`config.mk`:
```
export PLATFORM = sky130hd
export DESIGN_NAME = pov_top
export DESIGN_NICKNAME = d
export VERILOG_FILES = /design/src/hw/pov_pkg.sv /design/src/hw/pov_cfg_if.sv /design/src/hw/spi_frame_rx.sv /design/src/hw/pov_cmd_decoder.sv /design/src/hw/column_pattern_gen.sv /design/src/hw/led_driver_shifter.sv /design/src/hw/pov_top.sv
export VERILOG_INCLUDE_DIRS = /design/src /design/src/include
export SDC_FILE = /design/constraint.sdc
export NUM_CORES = 1
export LEC_CHECK = 0
export BUFFER_PORTS_ARGS = -buffer_cell sky130_fd_sc_hd__buf_2
export CAP_MARGIN = 0
export CELL_PAD_IN_SITES_DETAIL_PLACEMENT = 0
export CELL_PAD_IN_SITES_GLOBAL_PLACEMENT = 1
export CORE_MARGIN = 1.5
export CORE_UTILIZATION = 45
export DETAILED_ROUTE_END_ITERATION = 16
export GPL_TIMING_DRIVEN = 0
export PLACE_DENSITY = 0.7
export SETUP_SLACK_MARGIN = 0.5
export SYNTH_ARGS = -nofsm -noshare
export SYNTH_HDL_FRONTEND = slang
export SYNTH_SLANG_ARGS = --single-unit
```
`constraint.sdc`:
```
create_clock -name clock_33 -period 8.3 [get_ports clock_33]
set_input_delay 0.83 -clock clock_33 [delete_from_list [all_inputs] [get_ports clock_33]]
set_output_delay 0.83 -clock clock_33 [all_outputs]
set_load 0.02 [all_outputs]
```
`src/include/pov_defs.svh`:
```
`ifndef POV_DEFS_SVH
`define POV_DEFS_SVH

// SPI command frame: opcode byte plus 48-bit payload
`define POV_CMD_BITS 56

// Status word shifted back to the host
`define POV_RESP_BITS 48

// Driver configuration register width
`define POV_CONF_BITS 48

// Columns in one revolution
`define POV_COLUMNS 32

// Idle clocks between two columns
`define POV_BLANKING 72

`endif

```
`src/hw/pov_pkg.sv`:
```
`default_nettype none

package pov_pkg;

    // Host commands, anything else is dropped
    typedef enum logic [7:0] {
        OP_NOP          = 8'h00,
        OP_SET_ROTATION = 8'h01,
        OP_WRITE_CONF   = 8'h02,
        OP_RGB_ENABLE   = 8'h03
    } opcode_e;

    typedef struct packed {
        opcode_e     op;
        logic [47:0] payload;
    } cmd_frame_t;

    typedef struct packed {
        opcode_e     last_op;
        logic [15:0] rotation;
        logic [7:0]  conf_count;
        logic [14:0] reserved;
        logic        rgb_enable;
    } status_t;

    typedef struct packed {
        logic [9:0] red;
        logic [9:0] green;
        logic [9:0] blue;
    } col_word_t;

    typedef enum logic [1:0] {
        ST_IDLE,
        ST_APPLY,
        ST_REPORT
    } dec_state_e;

    typedef enum logic [1:0] {
        SH_IDLE,
        SH_SHIFT,
        SH_LATCH
    } sh_state_e;

endpackage

`default_nettype wire

```
`src/hw/pov_cfg_if.sv`:
```
`timescale 1ns/1ns
`default_nettype none

`include "pov_defs.svh"

// Display settings from the decoder to the datapath blocks
interface pov_cfg_if;
    logic [15:0]               rotation;
    logic                      rgb_enable;
    logic [`POV_CONF_BITS-1:0] conf;
    // One-cycle strobe, conf is valid from the same cycle on
    logic                      conf_load;

    modport decoder (
        output rotation,
        output rgb_enable,
        output conf,
        output conf_load
    );

    modport generator (
        input rotation,
        input rgb_enable
    );

    modport shifter (
        input conf,
        input conf_load
    );
endinterface

`default_nettype wire

```
`src/hw/spi_frame_rx.sv`:
```
`timescale 1ns/1ns
`default_nettype none

`include "pov_defs.svh"

module spi_frame_rx (
    input  logic                clock_33,
    input  logic                nrst,
    input  logic                spi_clk,
    input  logic                spi_ss,
    input  logic                spi_mosi,
    output logic                spi_miso,
    output pov_pkg::cmd_frame_t frame,
    output logic                frame_valid,
    input  pov_pkg::status_t    status
);

    localparam int CNT_W = $clog2(`POV_CMD_BITS + 1);

    // Stages 0 and 1 synchronize, stage 2 keeps the previous value
    logic [2:0]                clk_sync;
    logic [2:0]                ss_sync;
    logic [1:0]                mosi_sync;
    logic                      sclk_rise;
    logic                      sclk_fall;
    logic                      ss_rise;
    logic                      ss_fall;
    logic                      ss_active;
    logic [1:0]                ss_rise_d;
    logic [CNT_W-1:0]          bit_cnt;
    logic [`POV_CMD_BITS-1:0]  rx_shift;
    logic [`POV_RESP_BITS-1:0] tx_shift;
    logic                      frame_ok;

    assign sclk_rise = clk_sync[1] && !clk_sync[2];
    assign sclk_fall = !clk_sync[1] && clk_sync[2];
    assign ss_rise   = ss_sync[1] && !ss_sync[2];
    assign ss_fall   = !ss_sync[1] && ss_sync[2];
    assign ss_active = !ss_sync[1];
    assign frame_ok  = ss_rise_d[1] && (bit_cnt == CNT_W'(`POV_CMD_BITS));
    assign spi_miso  = tx_shift[`POV_RESP_BITS-1];

    always_ff @(posedge clock_33 or negedge nrst) begin
        if (!nrst) begin
            clk_sync  <= '0;
            // Select idles high, so no false edge out of reset
            ss_sync   <= '1;
            mosi_sync <= '0;
        end else begin
            clk_sync  <= {clk_sync[1:0], spi_clk};
            ss_sync   <= {ss_sync[1:0], spi_ss};
            mosi_sync <= {mosi_sync[0], spi_mosi};
        end
    end

    always_ff @(posedge clock_33 or negedge nrst) begin
        if (!nrst) begin
            bit_cnt     <= '0;
            ss_rise_d   <= '0;
            frame_valid <= 1'b0;
            tx_shift    <= '0;
        end else begin
            ss_rise_d   <= {ss_rise_d[0], ss_rise};
            frame_valid <= frame_ok;

            // Saturate so an overlong frame never wraps back to a valid count
            if (ss_fall) begin
                bit_cnt <= '0;
            end else if (ss_active && sclk_rise && bit_cnt != '1) begin
                bit_cnt <= bit_cnt + 1'b1;
            end

            // Status snapshot at select, then MSB first on each falling clock
            if (ss_fall) begin
                tx_shift <= status;
            end else if (ss_active && sclk_fall) begin
                tx_shift <= {tx_shift[`POV_RESP_BITS-2:0], 1'b0};
            end
        end
    end

    always_ff @(posedge clock_33) begin
        if (ss_active && sclk_rise) begin
            rx_shift <= {rx_shift[`POV_CMD_BITS-2:0], mosi_sync[1]};
        end
        if (frame_ok) begin
            frame <= pov_pkg::cmd_frame_t'(rx_shift);
        end
    end

    a_valid_single: assert property (@(posedge clock_33) disable iff (!nrst)
        frame_valid |=> !frame_valid);

endmodule

`default_nettype wire

```
`src/hw/pov_cmd_decoder.sv`:
```
`timescale 1ns/1ns
`default_nettype none

`include "pov_defs.svh"

module pov_cmd_decoder (
    input  logic                clock_33,
    input  logic                nrst,
    input  pov_pkg::cmd_frame_t frame,
    input  logic                frame_valid,
    output pov_pkg::status_t    status,
    pov_cfg_if.decoder          cfg,
    output logic                new_config
);

    pov_pkg::dec_state_e       state;
    pov_pkg::opcode_e          last_op;
    logic [15:0]               rotation;
    logic [7:0]                conf_count;
    logic                      rgb_enable;
    logic [`POV_CONF_BITS-1:0] conf;
    logic                      op_known;
    logic                      take;
    logic                      conf_strobe;

    always_comb begin
        case (frame.op)
            pov_pkg::OP_NOP,
            pov_pkg::OP_SET_ROTATION,
            pov_pkg::OP_WRITE_CONF,
            pov_pkg::OP_RGB_ENABLE: op_known = 1'b1;
            default:                op_known = 1'b0;
        endcase
    end

    // Frames arriving outside idle are dropped
    assign take = frame_valid && op_known && (state == pov_pkg::ST_IDLE);

    always_ff @(posedge clock_33 or negedge nrst) begin
        if (!nrst) begin
            state      <= pov_pkg::ST_IDLE;
            last_op    <= pov_pkg::OP_NOP;
            rotation   <= '0;
            conf_count <= '0;
            rgb_enable <= 1'b0;
        end else begin
            case (state)
                pov_pkg::ST_IDLE: begin
                    if (take) begin
                        last_op <= frame.op;
                        case (frame.op)
                            pov_pkg::OP_SET_ROTATION: rotation <= frame.payload[15:0];
                            pov_pkg::OP_WRITE_CONF:   conf_count <= conf_count + 8'd1;
                            pov_pkg::OP_RGB_ENABLE:   rgb_enable <= frame.payload[0];
                            default: ;
                        endcase
                        state <= pov_pkg::ST_APPLY;
                    end
                end
                // Settings are out, downstream sees the config strobe here
                pov_pkg::ST_APPLY:  state <= pov_pkg::ST_REPORT;
                // Hold-off cycle before the next frame is accepted
                pov_pkg::ST_REPORT: state <= pov_pkg::ST_IDLE;
                default:            state <= pov_pkg::ST_IDLE;
            endcase
        end
    end

    always_ff @(posedge clock_33) begin
        if (take && frame.op == pov_pkg::OP_WRITE_CONF) begin
            conf <= frame.payload;
        end
    end

    assign conf_strobe = (state == pov_pkg::ST_APPLY) && (last_op == pov_pkg::OP_WRITE_CONF);

    assign cfg.rotation   = rotation;
    assign cfg.rgb_enable = rgb_enable;
    assign cfg.conf       = conf;
    assign cfg.conf_load  = conf_strobe;
    assign new_config     = conf_strobe;

    always_comb begin
        status            = '0;
        status.last_op    = last_op;
        status.rotation   = rotation;
        status.conf_count = conf_count;
        status.rgb_enable = rgb_enable;
    end

    a_conf_source: assert property (@(posedge clock_33) disable iff (!nrst)
        cfg.conf_load |-> $past(frame_valid && frame.op == pov_pkg::OP_WRITE_CONF));

endmodule

`default_nettype wire

```
`src/hw/column_pattern_gen.sv`:
```
`timescale 1ns/1ns
`default_nettype none

`include "pov_defs.svh"

module column_pattern_gen (
    input  logic               clock_33,
    input  logic               nrst,
    pov_cfg_if.generator       cfg,
    output pov_pkg::col_word_t col_data,
    output logic               col_valid,
    input  logic               col_ready
);

    localparam int IDX_W = $clog2(`POV_COLUMNS);
    localparam int BLK_W = $clog2(`POV_BLANKING);

    logic [IDX_W-1:0] col_idx;
    logic [BLK_W-1:0] blank_cnt;
    logic             stalled;
    logic             blank_done;
    logic             launch;

    assign stalled    = col_valid && !col_ready;
    assign blank_done = (blank_cnt == BLK_W'(`POV_BLANKING - 1));
    assign launch     = !col_valid && cfg.rgb_enable && blank_done;

    always_ff @(posedge clock_33 or negedge nrst) begin
        if (!nrst) begin
            col_idx   <= '0;
            blank_cnt <= '0;
            col_valid <= 1'b0;
        end else if (!stalled) begin
            if (col_valid) begin
                // Accepted, restart the blanking gap
                col_valid <= 1'b0;
                blank_cnt <= '0;
                if (col_idx == IDX_W'(`POV_COLUMNS - 1)) begin
                    col_idx <= '0;
                end else begin
                    col_idx <= col_idx + 1'b1;
                end
            end else if (!cfg.rgb_enable) begin
                col_idx   <= '0;
                blank_cnt <= '0;
            end else if (launch) begin
                col_valid <= 1'b1;
            end else begin
                blank_cnt <= blank_cnt + 1'b1;
            end
        end
    end

    // Captured once per column so rotation updates cannot disturb an offer
    always_ff @(posedge clock_33) begin
        if (launch) begin
            col_data.red   <= 10'(col_idx);
            col_data.green <= cfg.rotation[9:0];
            col_data.blue  <= ~10'(col_idx);
        end
    end

    a_hold: assert property (@(posedge clock_33) disable iff (!nrst)
        stalled |=> col_valid && $stable(col_data));

endmodule

`default_nettype wire

```
`src/hw/led_driver_shifter.sv`:
```
`timescale 1ns/1ns
`default_nettype none

`include "pov_defs.svh"

module led_driver_shifter (
    input  logic               clock_33,
    input  logic               nrst,
    pov_cfg_if.shifter         cfg,
    input  pov_pkg::col_word_t col_data,
    input  logic               col_valid,
    output logic               col_ready,
    output logic               driver_sclk,
    output logic               driver_lat,
    output logic               driver_sin
);

    // Mode bit plus payload
    localparam int SH_W  = `POV_CONF_BITS + 1;
    localparam int COL_W = $bits(pov_pkg::col_word_t) + 1;
    localparam int CNT_W = $clog2(SH_W + 1);

    pov_pkg::sh_state_e state;
    logic [SH_W-1:0]    shreg;
    logic [CNT_W-1:0]   bits_left;
    logic               conf_pending;
    logic               start_conf;
    logic               start_col;

    // Config requests take priority over columns
    assign col_ready  = (state == pov_pkg::SH_IDLE) && !conf_pending;
    assign start_conf = (state == pov_pkg::SH_IDLE) && conf_pending;
    assign start_col  = col_ready && col_valid;
    assign driver_sin = shreg[SH_W-1];

    always_ff @(posedge clock_33 or negedge nrst) begin
        if (!nrst) begin
            state        <= pov_pkg::SH_IDLE;
            shreg        <= '0;
            bits_left    <= '0;
            conf_pending <= 1'b0;
            driver_sclk  <= 1'b0;
            driver_lat   <= 1'b0;
        end else begin
            driver_lat <= 1'b0;
            if (cfg.conf_load) begin
                conf_pending <= 1'b1;
            end

            case (state)
                pov_pkg::SH_IDLE: begin
                    if (start_conf) begin
                        // The loaded word is the latest conf, so a
                        // strobe in this cycle is already covered
                        shreg        <= {1'b1, cfg.conf};
                        bits_left    <= CNT_W'(SH_W);
                        conf_pending <= 1'b0;
                        state        <= pov_pkg::SH_SHIFT;
                    end else if (start_col) begin
                        shreg     <= {1'b0, col_data, {(SH_W - COL_W){1'b0}}};
                        bits_left <= CNT_W'(COL_W);
                        state     <= pov_pkg::SH_SHIFT;
                    end
                end
                pov_pkg::SH_SHIFT: begin
                    driver_sclk <= !driver_sclk;
                    if (driver_sclk) begin
                        // Falling edge, present the next bit
                        shreg     <= {shreg[SH_W-2:0], 1'b0};
                        bits_left <= bits_left - 1'b1;
                        if (bits_left == CNT_W'(1)) begin
                            state <= pov_pkg::SH_LATCH;
                        end
                    end
                end
                pov_pkg::SH_LATCH: begin
                    driver_lat <= 1'b1;
                    state      <= pov_pkg::SH_IDLE;
                end
                default: state <= pov_pkg::SH_IDLE;
            endcase
        end
    end

    a_lat_sclk_low: assert property (@(posedge clock_33) disable iff (!nrst)
        $rose(driver_lat) |-> !driver_sclk);

endmodule

`default_nettype wire

```
`src/hw/pov_top.sv`:
```
`timescale 1ns/1ns
`default_nettype none

module pov_top (
    input  logic clock_33,
    input  logic nrst,
    input  logic spi_clk,
    input  logic spi_ss,
    input  logic spi_mosi,
    output logic spi_miso,
    output logic driver_sclk,
    output logic driver_lat,
    output logic driver_sin,
    output logic rgb_enable,
    output logic new_config
);

    pov_cfg_if cfg_bus ();

    pov_pkg::cmd_frame_t frame;
    logic                frame_valid;
    pov_pkg::status_t    status;
    pov_pkg::col_word_t  col_data;
    logic                col_valid;
    logic                col_ready;

    spi_frame_rx u_spi_rx (
        .clock_33    (clock_33),
        .nrst        (nrst),
        .spi_clk     (spi_clk),
        .spi_ss      (spi_ss),
        .spi_mosi    (spi_mosi),
        .spi_miso    (spi_miso),
        .frame       (frame),
        .frame_valid (frame_valid),
        .status      (status)
    );

    pov_cmd_decoder u_decoder (
        .clock_33    (clock_33),
        .nrst        (nrst),
        .frame       (frame),
        .frame_valid (frame_valid),
        .status      (status),
        .cfg         (cfg_bus.decoder),
        .new_config  (new_config)
    );

    column_pattern_gen u_pattern (
        .clock_33  (clock_33),
        .nrst      (nrst),
        .cfg       (cfg_bus.generator),
        .col_data  (col_data),
        .col_valid (col_valid),
        .col_ready (col_ready)
    );

    led_driver_shifter u_shifter (
        .clock_33    (clock_33),
        .nrst        (nrst),
        .cfg         (cfg_bus.shifter),
        .col_data    (col_data),
        .col_valid   (col_valid),
        .col_ready   (col_ready),
        .driver_sclk (driver_sclk),
        .driver_lat  (driver_lat),
        .driver_sin  (driver_sin)
    );

    assign rgb_enable = cfg_bus.rgb_enable;

endmodule

`default_nettype wire

```
### Yosys cells after proc, flatten, opt, wreduce, memory -nomap -nowiden

Index checks and enable logic that the tools add are counted.

* register bits: 358
* latch bits: 0
* bits in writable memories: 0
* bits in read-only memories: 0
* bits of input ports: 5
* output and inout bits: 6
* logic and storage cells: 127
* memories kept: 0

* $add $sub $neg: 5
* $mul: 0
* div/mod/pow operators: 0
* order comparisons: 0
* equal/unequal tests: 18
* shift operators: 0
* multiplexer cells: 33
* bitwise logic cells: 2
* reduce and logical (&&, ||, !) cells: 41

Operators with widths (number)
* $mux W49: 3
* $pmux W49 S2: 1
* $mux W48: 2
* $mux W6: 5
* $eq A8 B2 Y1 const B: 3
* $mux W7: 3
* $logic_and A1 B1 Y1: 18
* $mux W5: 3
* $reduce_and A3 Y1: 5
* $pmux W6 S2: 1
* $mux W2: 5
* $not A5 Y10: 1
* $add A8 B1 Y8 const B: 1
* $eq A8 B1 Y1 const B: 1
* $logic_not A1 Y1: 8
* $logic_not A8 Y1: 1
* $mux W1: 8
* $ne A2 B1 Y1 const B: 4
* $pmux W2 S2: 2
* $add A7 B1 Y7 const B: 1
* $eq A7 B7 Y1 const B: 1
* $add A6 B1 Y6 const B: 1
* $eq A6 B1 Y1 const B: 1
* $eq A6 B6 Y1 const B: 1
* other kinds (13): 19

### Longest topological paths before layout

Gate-level depths: netlist of the first run.

* depth in word-level cells: 7
* depth in mapped cells: 7
* gate-level depth less buffers: 6

### By module

From an unflattened synthesis of the first run, not the netlist that was laid out.

* cell total of the unflattened synthesis: 987
* area, all modules: 14029.7 um^2

Modules (own cells, without submodules)
* spi_frame_rx: instances 1, cells each 377, area each 6124.6 um^2, seq. area each 4993.5 um^2
* led_driver_shifter: instances 1, cells each 319, area each 3360.7 um^2, seq. area each 1501.4 um^2
* pov_cmd_decoder: instances 1, cells each 182, area each 3133.0 um^2, seq. area each 2317.2 um^2
* column_pattern_gen: instances 1, cells each 109, area each 1411.4 um^2, seq. area each 925.9 um^2

### Worst setup path before layout of the first run

No wires, ideal clock.

* path type: register to register
* start point: register u_spi_rx.ss_sync[1]
* end point: register u_spi_rx.bit_cnt[0]
* library setup time: 0.132 ns
* arrival: 3.745 ns
* data required time: 8.168 ns
* slack: 4.424 ns
* cell stages (with the launch flop): 5
* buffers on the path: 0
* period minus slack after synthesis: 3.876 ns
* cells stage by stage: dfstp_2 -> nor3b_2 -> o21ai_0 -> xnor2_1 -> nor2_1

* longest elaborated chain between the ends: 4
* elaborated cells between the ends (all ways): 6
* classes of those cells: 1 x mux; 5 x reduce/logical

RTL lines
* from (decl): line spi_frame_rx.sv:22 `logic [2:0] ss_sync;`
* from (signal assigned): line spi_frame_rx.sv:51 `ss_sync <= {ss_sync[1:0], spi_ss};`
* $logic_not A1 Y1 *: line spi_frame_rx.sv:38, spi_frame_rx.sv:39
* $logic_and A1 B1 Y1 (2 in series): line spi_frame_rx.sv:69 `end else if (ss_active && sclk_rise && bit_cnt != '1) begin`
* $reduce_bool A2 Y1 (no line)
* to (signal assigned): line spi_frame_rx.sv:70 `bit_cnt <= bit_cnt + 1'b1;`
* to (decl): line spi_frame_rx.sv:30 `logic [CNT_W-1:0] bit_cnt;`

Every way passes the cells marked *; elsewhere a longest branch is shown, timed or not.
A chain may end at the register's enable or synchronous reset.

### Worst setup path after layout of the first run

* start point: register u_decoder.last_op[6]
* end point: output port new_config

* longest elaborated chain between the ends: 2

RTL lines
* from (decl): line pov_cmd_decoder.sv:17 `pov_pkg::opcode_e last_op;`
* from (signal assigned): line pov_cmd_decoder.sv:42 `last_op <= pov_pkg::OP_NOP;`
* from (signal assigned): line pov_cmd_decoder.sv:50 `last_op <= frame.op;`
* $eq A8 B2 Y1: line pov_cmd_decoder.sv:75 `assign conf_strobe = (state == pov_pkg::ST_APPLY) && (last_op == pov_pkg::OP_WRITE_CONF);`
* $logic_and A1 B1 Y1: line pov_cmd_decoder.sv:75
* to (decl): line pov_top.sv:15 `output logic new_config`

Every way passes these cells.

==> results of run 1 <==
==> cell usage in the layout (no fill, tap or decap), types with 5 or more instances in the layout <==
cell / Yosys / final
dfrtp_1: 170 / 170
nand2_1: 111 / 111
mux2i_1: 34 / 34
and3_1: 9 / 9
and2_1: 8 / 8
mux2_2: 28 / 28
nor2b_1: 10 / 10
nor3_1: 7 / 6
a21oi_1: 21 / 21
nand3_1: 13 / 13
a22oi_1: 20 / 20
o21ai_0: 68 / 68
clkbuf_1: 24 / 30
xnor2_1: 8 / 8
o22ai_1: 6 / 6
clkinv_2: 0 / 8
buf_2: 19 / 28
ha_1: 8 / 8
edfxtp_1: 180 / 180
clkbuf_8: 0 / 5
xor2_1: 7 / 7
mux2_4: 10 / 10
a221oi_1: 22 / 22
clkbuf_16: 0 / 41
inv_1: 12 / 11
nor2_1: 63 / 62
==> sequential cells by signal, summed over array words and instances, names as in the netlist, 8 cells and up <==
signal                  flops
u_decoder.conf_count        8
u_shifter.shreg            49
u_pattern.col_data         20
u_decoder.last_op           8
u_decoder.cfg.rotation     16
u_decoder.cfg.conf         48
u_spi_rx.frame             56
u_spi_rx.tx_shift          48
u_spi_rx.rx_shift          56
==> synth_stat cells, types with 8 or more instances <==
| cell | instances | area share [%] |
|---|---|---|
| nor2b_1 | 10 | 0.47 |
| and2_1 | 8 | 0.38 |
| mux2_2 | 28 | 2.4 |
| dfrtp_1 | 170 | 32 |
| a22oi_1 | 20 | 1.1 |
| mux2i_1 | 34 | 2.6 |
| nor2_1 | 63 | 1.8 |
| xnor2_1 | 8 | 0.53 |
| mux2_4 | 10 | 1.1 |
| nand2_1 | 111 | 3.2 |
| a21oi_1 | 21 | 0.79 |
| a221oi_1 | 22 | 1.5 |
| buf_2 | 19 | 0.72 |
| edfxtp_1 | 180 | 41 |
| ha_1 | 8 | 0.76 |
| nand3_1 | 13 | 0.49 |
| clkbuf_1 | 24 | 0.68 |
| inv_1 | 12 | 0.34 |
| o21ai_0 | 68 | 2.6 |
| and3_1 | 9 | 0.43 |
==> kinds of logic (layout without fill, tap and decap cells) <==
| family | after synthesis | after routing | share of synthesized area (%) |
|---|---|---|---|
| flops | 353 | 353 | 73.6 |
| simple gates | 250 | 250 | 8.90 |
| compound gates | 158 | 158 | 7.71 |
| mux | 72 | 72 | 6.09 |
| buf+inv | 59 | 146 | 1.92 |
| xor+xnor | 15 | 15 | 0.993 |
| fa+ha+maj | 8 | 8 | 0.757 |
==> power groups by stage <==
stage / clock network (mW) / registers (mW) / logic (mW)
after floorplan: 0 / 1.88 / 0.0194
after global placement: 0 / 1.88 / 0.0459
after detailed placement: 0 / 1.88 / 0.0508
after CTS: 1.77 / 1.85 / 0.0510
after global routing: 1.84 / 1.85 / 0.0562
final: 1.73 / 1.85 / 0.0486
==> per-stage QoR <==
stage               instance area [um2]  cells
floorplan                         13200    915
global placement                  13800   1309
detailed placement                13900   1317
CTS                               15200   1386
global route                      15200   1386
finish                            15200   1386
==> layout make-up <==
cell class | instances | share of cell area [%]
sequential | 353 | 63.9
multi-input combinational | 503 | 21.3
clock buffer | 52 | 7.33
tap | 384 | 3.15
timing repair buffer | 18 | 1.44
buffer | 46 | 1.35
clock inverter | 17 | 1.21
inverter | 13 | 0.320
==> routing by layer <==
layer	part of all wire [%]	vias up	track usage, %
met2	46	123	26.2
met1	48	3705	24.9
met5	0	-	0
li1	-	3446	-
met3	3.7	37	2.89
met4	1.8	0	4.71
==> path summary, 6_finish.rpt <==
| kind | endpoint | cells past startpoint |
|---|---|---|
| max | new_config | 3 |
| min | u_shifter.shreg[32] | 1 |
| max reg2reg | u_pattern.col_data[17] | 3 |
| min reg2reg | u_spi_rx.mosi_sync[1] | 0 |
| max in group asynchronous | u_spi_rx.ss_sync[1] | 2 |
| min in group clock_33 | u_spi_rx.mosi_sync[1] | 0 |
==> critical path, stage by stage, from the launching register on <==
cell and delay, ns:
dfrtp_1 0.40, nor4b_1 0.34, and3_1 0.38, buf_2 0.22
==> flow_summary_export.csv, run 1 <==
group,metric,value,unit
sta,finalHoldViolations,0,
clocking,hold_buffers,0,
grt,grt_pass1_vias,7327,
place,place.gp.congestion,0.763,
pwr,netSwitchingFraction,19.5,%
outcome,outcome,"complete, no violations",
clocking,cts_tree,"built",
place,pre_cts_ws,5.89,ns
worst_setup_path,worstPathMaxFanout,3,
worst_setup_path,timing.critical_path.arrival,1.86,ns
synth,yosys.cell_types.count,59,
flow_run,drv_cap,0,
floorplanning,placeableCoreArea,0.0288,mm2
grt,antenna_found_initial,0,
worst_setup_path,reg2reg_setup_slack,5.92,ns
synth,synth_edf_count,180,
pwr,power_frac_comb,1.3,%
clocking,postCtsSetupBuffers,0,
pwr,p_int,2.92,mW
drt,drt_pass1_iterations,5,
sta,final.setup_skew,0.0151,ns
grt,grt_max_degree,101,
worst_setup_path,crit_required,7.47,ns
grt,track_usage,16.9,%
pwr,leakage,6.09,nW
synth,postSynthCellCount,915,
hold_path,hold_path_class,"in -> async",
cells_and_area,drive_above_1_share,15.4,%
worst_setup_path,r2r-start,"u_pattern.blank_cnt[3]",
pwr,power_density,238,mW/mm2
drt,drc,0,
synth,syn_nets,928,
drt,drtIter0Drc,448,
clocking,path_clk_slew,0.06,ns
clocking,cts-buffers-inserted,38,
cells_and_area,nFillCells,2393,
drt,wire_per_inst,17.9,um
sta,maxSlewHeadroom,34.4,%
sta,rsz0062_at_grt,"false",
floorplanning,die_w,174,um
synth,ys_ff_latch,353,
sta,setup_ws,5.61,ns
place,io_buffers,10,
sta,worst_pin_slew,0.979,ns
synth,avgSynthCellArea,14.5,um2
synth,mappedNetlistArea,0.0132,mm2
sta,finalSetupTns,0,ns
pwr,fin_total_pwr,3.63,mW
floorplanning,start_util,46.0,%
pwr,switchingPower,0.706,mW
floorplanning,num_rows,62,
cells_and_area,regArea,0.00974,mm2
drt,num_vias,7311,
place,dp_hpwl,15.8,mm
pwr,p_seq_share,51.0,%
synth,synth-seq-area-share,73.6,%
worst_setup_path,crit_type,"reg -> out",
drt,via_per_inst,5.27,
floorplanning,die_h,174,um
worst_setup_path,start_kind,"flop",
pwr,clkPwrFrac,47.7,%
sta,setup_violations,0,
cells_and_area,fin_util,53.0,%
sta,max_freq,0.371,GHz
synth,synthFlopType,"edfxtp_1",
clocking,cts_resized,0,
worst_setup_path,end_kind,"output pin",
clocking,clock_path_buffers,3,
drt,routed_wl,24.8,mm
synth,async_reset_ff_share,49.0,%
cells_and_area,areaGrowthSynthToFinish,15.3,%
clocking,h-tree-depth,2,
clocking,clk_latency,0.52,ns
floorplanning,fp.dieArea,0.0304,mm2
clocking,cts_root_buffer,"clkbuf_16",
drt,ant_nets,0,
cells_and_area,multiInputGateArea,0.00325,mm2
grt,grt-ovfl-total,0,
pwr,ir_drop,0.152,mV
floorplanning,ioPinCount,11,
grt,grt_pass1_wl,40.7,mm
sta,fin_crit,2.69,ns
cells_and_area,nets,986,
sta,fin_crit_sh,32.4,%
clocking,clock-sinks,353,
sta,fin_worst_hold_slack,0.294,ns
sta,maxSlewViolCount,0,
worst_setup_path,critical_path.startpoint,"u_decoder.last_op[6]",
synth,yosysWarnings,0,
cells_and_area,diodes,0,
Power figures use the tool's default switching activity.
==> run 2: changes to the inputs <==
--- a/config.mk
+++ b/config.mk
@@ -14,7 +14,7 @@
 export CORE_UTILIZATION = 45
 export DETAILED_ROUTE_END_ITERATION = 16
 export GPL_TIMING_DRIVEN = 0
-export PLACE_DENSITY = 0.7
+export PLACE_DENSITY = 0.73
 export SETUP_SLACK_MARGIN = 0.5
 export SYNTH_ARGS = -nofsm -noshare
 export SYNTH_HDL_FRONTEND = slang
==> constraint.sdc (replaced) <==
create_clock -name clock_33 -period 2.3 [get_ports clock_33]
set_input_delay 0.23 -clock clock_33 [delete_from_list [all_inputs] [get_ports clock_33]]
set_output_delay 0.23 -clock clock_33 [all_outputs]
set_load 0.02 [all_outputs]
==> run 2 against run 1 <==
Net effect: count of clock-buffer cells in the layout decreased by 9; cell area increased by 3.8%; clock power grew to 3.3 times the previous value; wire length up 6.1%; critical path depth increased by 3; core utilization is 2.0 points higher; largest power group unchanged; sequential power rose to 3.6 times the previous value; clock skew up 0.0011 ns; combinational power rose to 3.8 times the previous value.
==> flow_summary_export.csv, run 2 (synthesized netlist as in run 1, its figures left out) <==
group,metric,value,unit
clocking,cts-buffers-inserted,37,
drt,wire_per_inst,18.4,um
grt,antenna_found_initial,0,
pwr,leakage,6.38,nW
cells_and_area,layout_common_cells,"180 x edfxtp_1, 167 x dfrtp_1, 109 x nand2_1",
outcome,outcome,"complete, no violations",
flow_run,drv_cap,0,
floorplanning,ioPinCount,11,
worst_setup_path,crit_chain,"nor4b_4, nand3_2, inv_4, nand4b_4, clkbuf_16, mux2_4",
place,dp_hpwl,15.6,mm
drt,drtIter0Drc,592,
cells_and_area,drive_above_1_share,23.3,%
clocking,clock-sinks,353,
hold_path,hold_path_class,"in -> async",
worst_setup_path,r2r_end,"u_decoder.cfg.rotation[10]",
floorplanning,placeableCoreArea,0.0288,mm2
worst_setup_path,timing.critical_path.arrival,2.26,ns
worst_setup_path,rr_worst_depth,6,
floorplanning,start_util,46.0,%
sta,final.setup_skew,0.0162,ns
clocking,clock_path_buffers,3,
place,io_buffers,10,
pwr,ir_drop,0.609,mV
worst_setup_path,crit_type,"reg -> reg",
sta,maxSlewViolCount,0,
grt,track_usage,17.8,%
sta,fin_crit_sh,81.1,%
sta,setup_violations,0,
grt,grt-busiest-layer,"met2",
cells_and_area,nFillCells,2335,
grt,grt_max_degree,107,
clocking,cts_root_buffer,"clkbuf_16",
drt,drt_pass1_iterations,5,
sta,max_freq,0.536,GHz
sta,rsz0062_at_grt,"true",
worst_setup_path,r2r-start,"u_spi_rx.frame[54]",
drt,routed_wl,26.3,mm
grt,grt_pass1_vias,7606,
floorplanning,die_h,174,um
grt,grt_pass1_wl,42.5,mm
grt,use_met1,26.1,%
worst_setup_path,cp_top_family,"simple AND/OR/NAND/NOR gates",
grt,grt-ovfl-total,0,
worst_setup_path,start_kind,"flop",
sta,finalHoldViolations,0,
clocking,path_clk_slew,0.06,ns
cells_and_area,nets,1029,
drt,via_per_inst,5.27,
drt,ant_nets,0,
worst_setup_path,crit_required,2.69,ns
cells_and_area,layout_commonest_cell,"edfxtp_1",
cells_and_area,final_cells,1425,
worst_setup_path,worstPathMaxFanout,5,
floorplanning,fp.dieArea,0.0304,mm2
floorplanning,num_rows,62,
pwr,power_density,794,mW/mm2
floorplanning,die_w,174,um
cells_and_area,regArea,0.00974,mm2
worst_setup_path,crit_slowest_cell,"edfxtp_1",
cells_and_area,multiInputGateArea,0.00351,mm2
worst_setup_path,reg2reg_setup_slack,0.43,ns
worst_setup_path,critPathBufInv,2,
cells_and_area,areaGrowthSynthToFinish,19.7,%
sta,fin_crit,1.87,ns
worst_setup_path,cpPeakStageDelay,0.41,ns
worst_setup_path,end_kind,"flop",
place,dp.cells,1315,
sta,worst_pin_slew,0.596,ns
drt,drc,0,
cells_and_area,reg_top3,"u_spi_rx.frame x56, u_spi_rx.rx_shift x56, u_shifter.shreg x49",
drt,num_vias,7506,
grt,met2_usage,27.4,%
clocking,clk_latency,0.52,ns
grt,grt_util_met3,2.65,%
sta,maxSlewHeadroom,60.3,%
cells_and_area,diodes,0,
pwr,fin_total_pwr,12.6,mW
clocking,cts_tree,"built",
clocking,h-tree-depth,2,
place,place.gp.congestion,0.740,
==> run 2: cell count changes in the layout (fill, tap and decap cells not counted), sizes merged, moves of 3 or more <==
cell         change
clkbuf           -7
dlygate4sd3      +4
clkinvlp         +7
buf             +31
inv              +3
==> run 2: where the power goes <==
group	switching (mW)	total [mW]	internal (mW)
logic	0.133	0.183	0.0497
clock network	2.40	5.71	3.31
registers	0.0210	6.67	6.65
total	2.55	12.6	10.0
==> run 2: worst max-delay path by stage <==
stage | start | end | cells after the start
floorplan | u_spi_rx.clk_sync[2] | u_spi_rx.bit_cnt[0] | 4
global placement | nrst | u_spi_rx.clk_sync[0] | 1
detailed placement | u_spi_rx.frame_valid | u_decoder.cfg.conf[26] | 5
CTS | u_spi_rx.frame[55] | u_decoder.cfg.conf[45] | 7
global route | u_spi_rx.frame[54] | u_decoder.cfg.rotation[10] | 6
finish | u_spi_rx.frame[54] | u_decoder.cfg.rotation[10] | 6
==> run 2: cell type report <==
| type | instances | share of cell area, % |
|---|---|---|
| multi-input cells | 505 | 22.2 |
| plain buffers | 46 | 1.78 |
| well taps | 384 | 3.04 |
| inverters | 13 | 0.348 |
| repair buffers | 56 | 3.65 |
| repair inverters | 4 | 0.190 |
| clock inverters | 21 | 1.27 |
| flip-flops and latches | 353 | 61.5 |
| clock buffers | 43 | 5.99 |
==> run 2: repair_timing <==
action	CTS	global route
endpoints found under the hold margin	70	0
gates cloned	7	1
gates resized for setup	45	69
setup endpoints to repair	230	164
pin swaps	8	10
hold buffers	4	0
setup buffers	23	11
==> run 2: routing by layer <==
| layer | up-vias | part of all wire (%) |
|---|---|---|
| li1 | 3534 | - |
| met1 | 3788 | 48 |
| met2 | 136 | 46 |
| met3 | 48 | 3.6 |
| met4 | 0 | 2.3 |
| met5 | - | 0 |
==> run 2: stage by stage <==
step           hold WS [ns]  setup WS, ns  util, %  area (um2)  setup TNS, ns
3_3_place_gp          0.335         -1.98     47.9       13800        -425.44
6_report              0.237         0.435     55.0       15800              0
3_5_place_dp          0.231        -0.250     48.4       13900         -11.72
2_1_floorplan       -0.0656        -0.594        -       13300          -7.37
4_1_cts               0.272         0.391     53.9       15500              0
5_1_grt               0.293         0.365     55.0       15800              0
==> run 3: changes to the inputs <==
--- a/config.mk
+++ b/config.mk
@@ -6,6 +6,7 @@
 export SDC_FILE = /design/constraint.sdc
 export NUM_CORES = 1
 export LEC_CHECK = 0
+export ABC_AREA = 1
 export BUFFER_PORTS_ARGS = -buffer_cell sky130_fd_sc_hd__buf_2
 export CAP_MARGIN = 0
 export CELL_PAD_IN_SITES_DETAIL_PLACEMENT = 0
==> constraint.sdc (replaced) <==
create_clock -name clock_33 -period 1.8 [get_ports clock_33]
set_input_delay 0.18 -clock clock_33 [delete_from_list [all_inputs] [get_ports clock_33]]
set_output_delay 0.18 -clock clock_33 [all_outputs]
set_load 0.02 [all_outputs]
==> run 3 against run 2 <==
Net effect: the run now ends with setup timing left; synthesized cell count increased by 28%; count of clock-buffer cells in the layout increased by 17; worst setup slack got worse by 0.50 ns; cell area increased by 25%; sequential power increased by 32%; largest cell class unchanged; highest routed layer unchanged.
==> flow_summary_export.csv, run 3 <==
group,metric,value,unit
cells_and_area,layout_common_cells,"222 x nand2_1, 180 x edfxtp_1, 163 x dfrtp_1",
sta,worst_pin_slew,0.536,ns
sta,final.setup_skew,0.0171,ns
clocking,cts_root_buffer,"clkbuf_16",
pwr,ir_drop,0.770,mV
sta,finalHoldViolations,0,
pwr,switchingPower,3.73,mW
hold_path,hold_path_class,"in -> async",
pwr,netSwitchingFraction,20.8,%
synth,ys_ff_latch,353,
worst_setup_path,timing.critical_path.arrival,2.10,ns
floorplanning,fp.dieArea,0.0311,mm2
cells_and_area,fin_util,66.7,%
sta,max_freq,0.536,GHz
grt,use_met1,30.1,%
drt,wire_per_inst,19.2,um
floorplanning,start_util,45.7,%
cells_and_area,layout_commonest_cell,"nand2_1",
synth,synth-seq-area-share,71.9,%
sta,rsz0062_at_grt,"true",
synth,synthFlopType,"edfxtp_1",
drt,drc,0,
pwr,power_frac_comb,4.8,%
synth,netlist_top_cells_area,"edfxtp_1 40%, dfrtp_1 31%, nand2_1 9.7%",
clocking,cts-buffers-inserted,38,
clocking,clk_latency,0.53,ns
flow_run,drv_cap,0,
sta,setup_violations,49,
sta,finalSetupTns,-2.08,ns
grt,grt_pass1_vias,9340,
worst_setup_path,end_kind,"flop",
cells_and_area,reg_top3,"u_spi_rx.frame x56, u_spi_rx.rx_shift x56, u_shifter.shreg x49",
drt,via_per_inst,5.25,
clocking,path_clk_slew,0.06,ns
clocking,cts_tree,"built",
synth,postSynthCellCount,1171,
synth,yosysTopAreaCellShare,39.9,%
drt,drtIter0Drc,645,
pwr,p_seq_share,49.0,%
grt,grt_util_met3,3.27,%
drt,routed_wl,35.1,mm
floorplanning,die_h,176,um
floorplanning,die_w,176,um
synth,synth.most_common_cell,"nand2_1",
pwr,p_int,14.2,mW
place,io_buffers,10,
synth,yosys.cell_types.count,35,
synth,yosysWarnings,0,
grt,track_usage,21.6,%
drt,drt_pass1_iterations,5,
grt,grt-busiest-layer,"met2",
worst_setup_path,crit_type,"reg -> reg",
drt,num_vias,9571,
cells_and_area,diodes,0,
clocking,clock_path_buffers,3,
worst_setup_path,worstPathMaxFanout,9,
grt,grt-ovfl-total,0,
synth,syn_nets,1184,
sta,fin_worst_hold_slack,0.188,ns
synth,synthTopCellsByCount,"351 x nand2_1, 180 x edfxtp_1, 170 x dfrtp_1",
worst_setup_path,crit_required,2.03,ns
cells_and_area,areaGrowthSynthToFinish,46.1,%
clocking,clock-sinks,353,
outcome,outcome,"finished, violations left",
grt,grt_pass1_wl,51.4,mm
cells_and_area,drive_above_1_share,41.5,%
cells_and_area,final_cells,1823,
floorplanning,ioPinCount,11,
pwr,power_density,907,mW/mm2
sta,maxSlewHeadroom,64.3,%
worst_setup_path,start_kind,"flop",
cells_and_area,nets,1416,
pwr,fin_total_pwr,17.9,mW
grt,antenna_found_initial,0,
outcome,violations,"setup timing",
sta,fin_crit,1.87,ns
drt,ant_nets,0,
synth,async_reset_ff_share,49.0,%
pwr,clkPwrFrac,46.2,%
synth,yosysTopAreaCell,"edfxtp_1",
synth,avgSynthCellArea,11.6,um2
grt,met2_usage,34.7,%
sta,maxSlewViolCount,0,
synth,synth_edf_count,180,
place,place.gp.congestion,0.757,
synth,mappedNetlistArea,0.0135,mm2
pwr,leakage,8.25,nW
place,dp_hpwl,17.4,mm
clocking,h-tree-depth,2,
floorplanning,placeableCoreArea,0.0296,mm2
place,dp.cells,1580,
sta,fin_crit_sh,104,%
grt,grt_max_degree,115,
sta,setup_ws,-0.0654,ns
floorplanning,num_rows,63,
-- run 3: final timing paths --
kind	start	end	slack, ns	depth (start not counted)
worst max-delay path	u_spi_rx.frame[50]	u_decoder.cfg.conf[16]	-0.07	9
worst min-delay path	nrst	u_shifter.bits_left[2]	0.19	2
worst max register to register	u_spi_rx.frame[50]	u_decoder.cfg.conf[16]	-0.07	9
worst min register to register	u_spi_rx.ss_rise_d[0]	u_spi_rx.ss_rise_d[1]	0.35	0
max in group asynchronous	nrst	u_spi_rx.ss_sync[1]	0.79	3
min in group clock_33	spi_mosi	u_spi_rx.mosi_sync[0]	0.30	2
-- run 3: timing repair --
action / 4_1_cts / 5_1_grt
hold buffers: 4 / 0
endpoints found under the hold margin: 62 / 0
gates resized for setup: 283 / 315
pin swaps: 50 / 83
setup endpoints to repair: 340 / 427
buffers inserted: 96 / 33
cloned: 27 / 13
-- run 3: worst max-delay path: stages, from the launching register on --
cell	delay [ns]
edfxtp_1	0.42
nor2_4	0.16
inv_2	0.07
nor3b_4	0.23
buf_6	0.15
nand2_8	0.05
nor2_4	0.12
buf_6	0.13
buf_12	0.11
buf_12	0.12
-- run 3: power by group through the flow --
stage | registers (mW) | logic, mW | clock network (mW)
after floorplan | 8.89 | 0.296 | 0
after global placement | 8.91 | 0.463 | 0
after detailed placement | 8.91 | 0.501 | 0
after CTS | 8.76 | 0.635 | 8.38
after global routing | 8.80 | 0.946 | 8.71
final | 8.79 | 0.863 | 8.28
-- run 3: per-stage QoR --
stage | setup slack (ns) | instance area [um2]
floorplan | -1.08 | 13800
global placement | -2.83 | 14300
detailed placement | -0.696 | 14500
CTS | -0.0207 | 18200
global route | -0.118 | 19800
finish | -0.0654 | 19800
-- run 3: metal layers --
metal	vias to the layer above	share of wire, %	wire, um
met5	-	0	0
met4	0	3.0	1050
met3	74	4.3	1500
met2	207	49	17200
met1	4827	44	15300
li1	4463	-	-
-- run 3: area by class of cell --
class	instances	area, um2
repair buffers	188	2590
fillers	2094	9860
clock inverters	10	179
plain buffers	49	637
well taps	390	488
inverters	79	340
clock buffers	60	1160
flip-flops and latches	353	9750
multi-input cells	694	4640
-- run 3: logic make-up after synthesis --
kind of cell               Yosys count  synth area share [%]
DFF                                353                  71.9
AOI/OAI and AO/OA                  133                  5.85
xor gates and xnor gates            12                 0.776
adders and majority gates            8                 0.740
buffers and inverters              128                  4.26
and+or+nand+nor                    537                  16.4
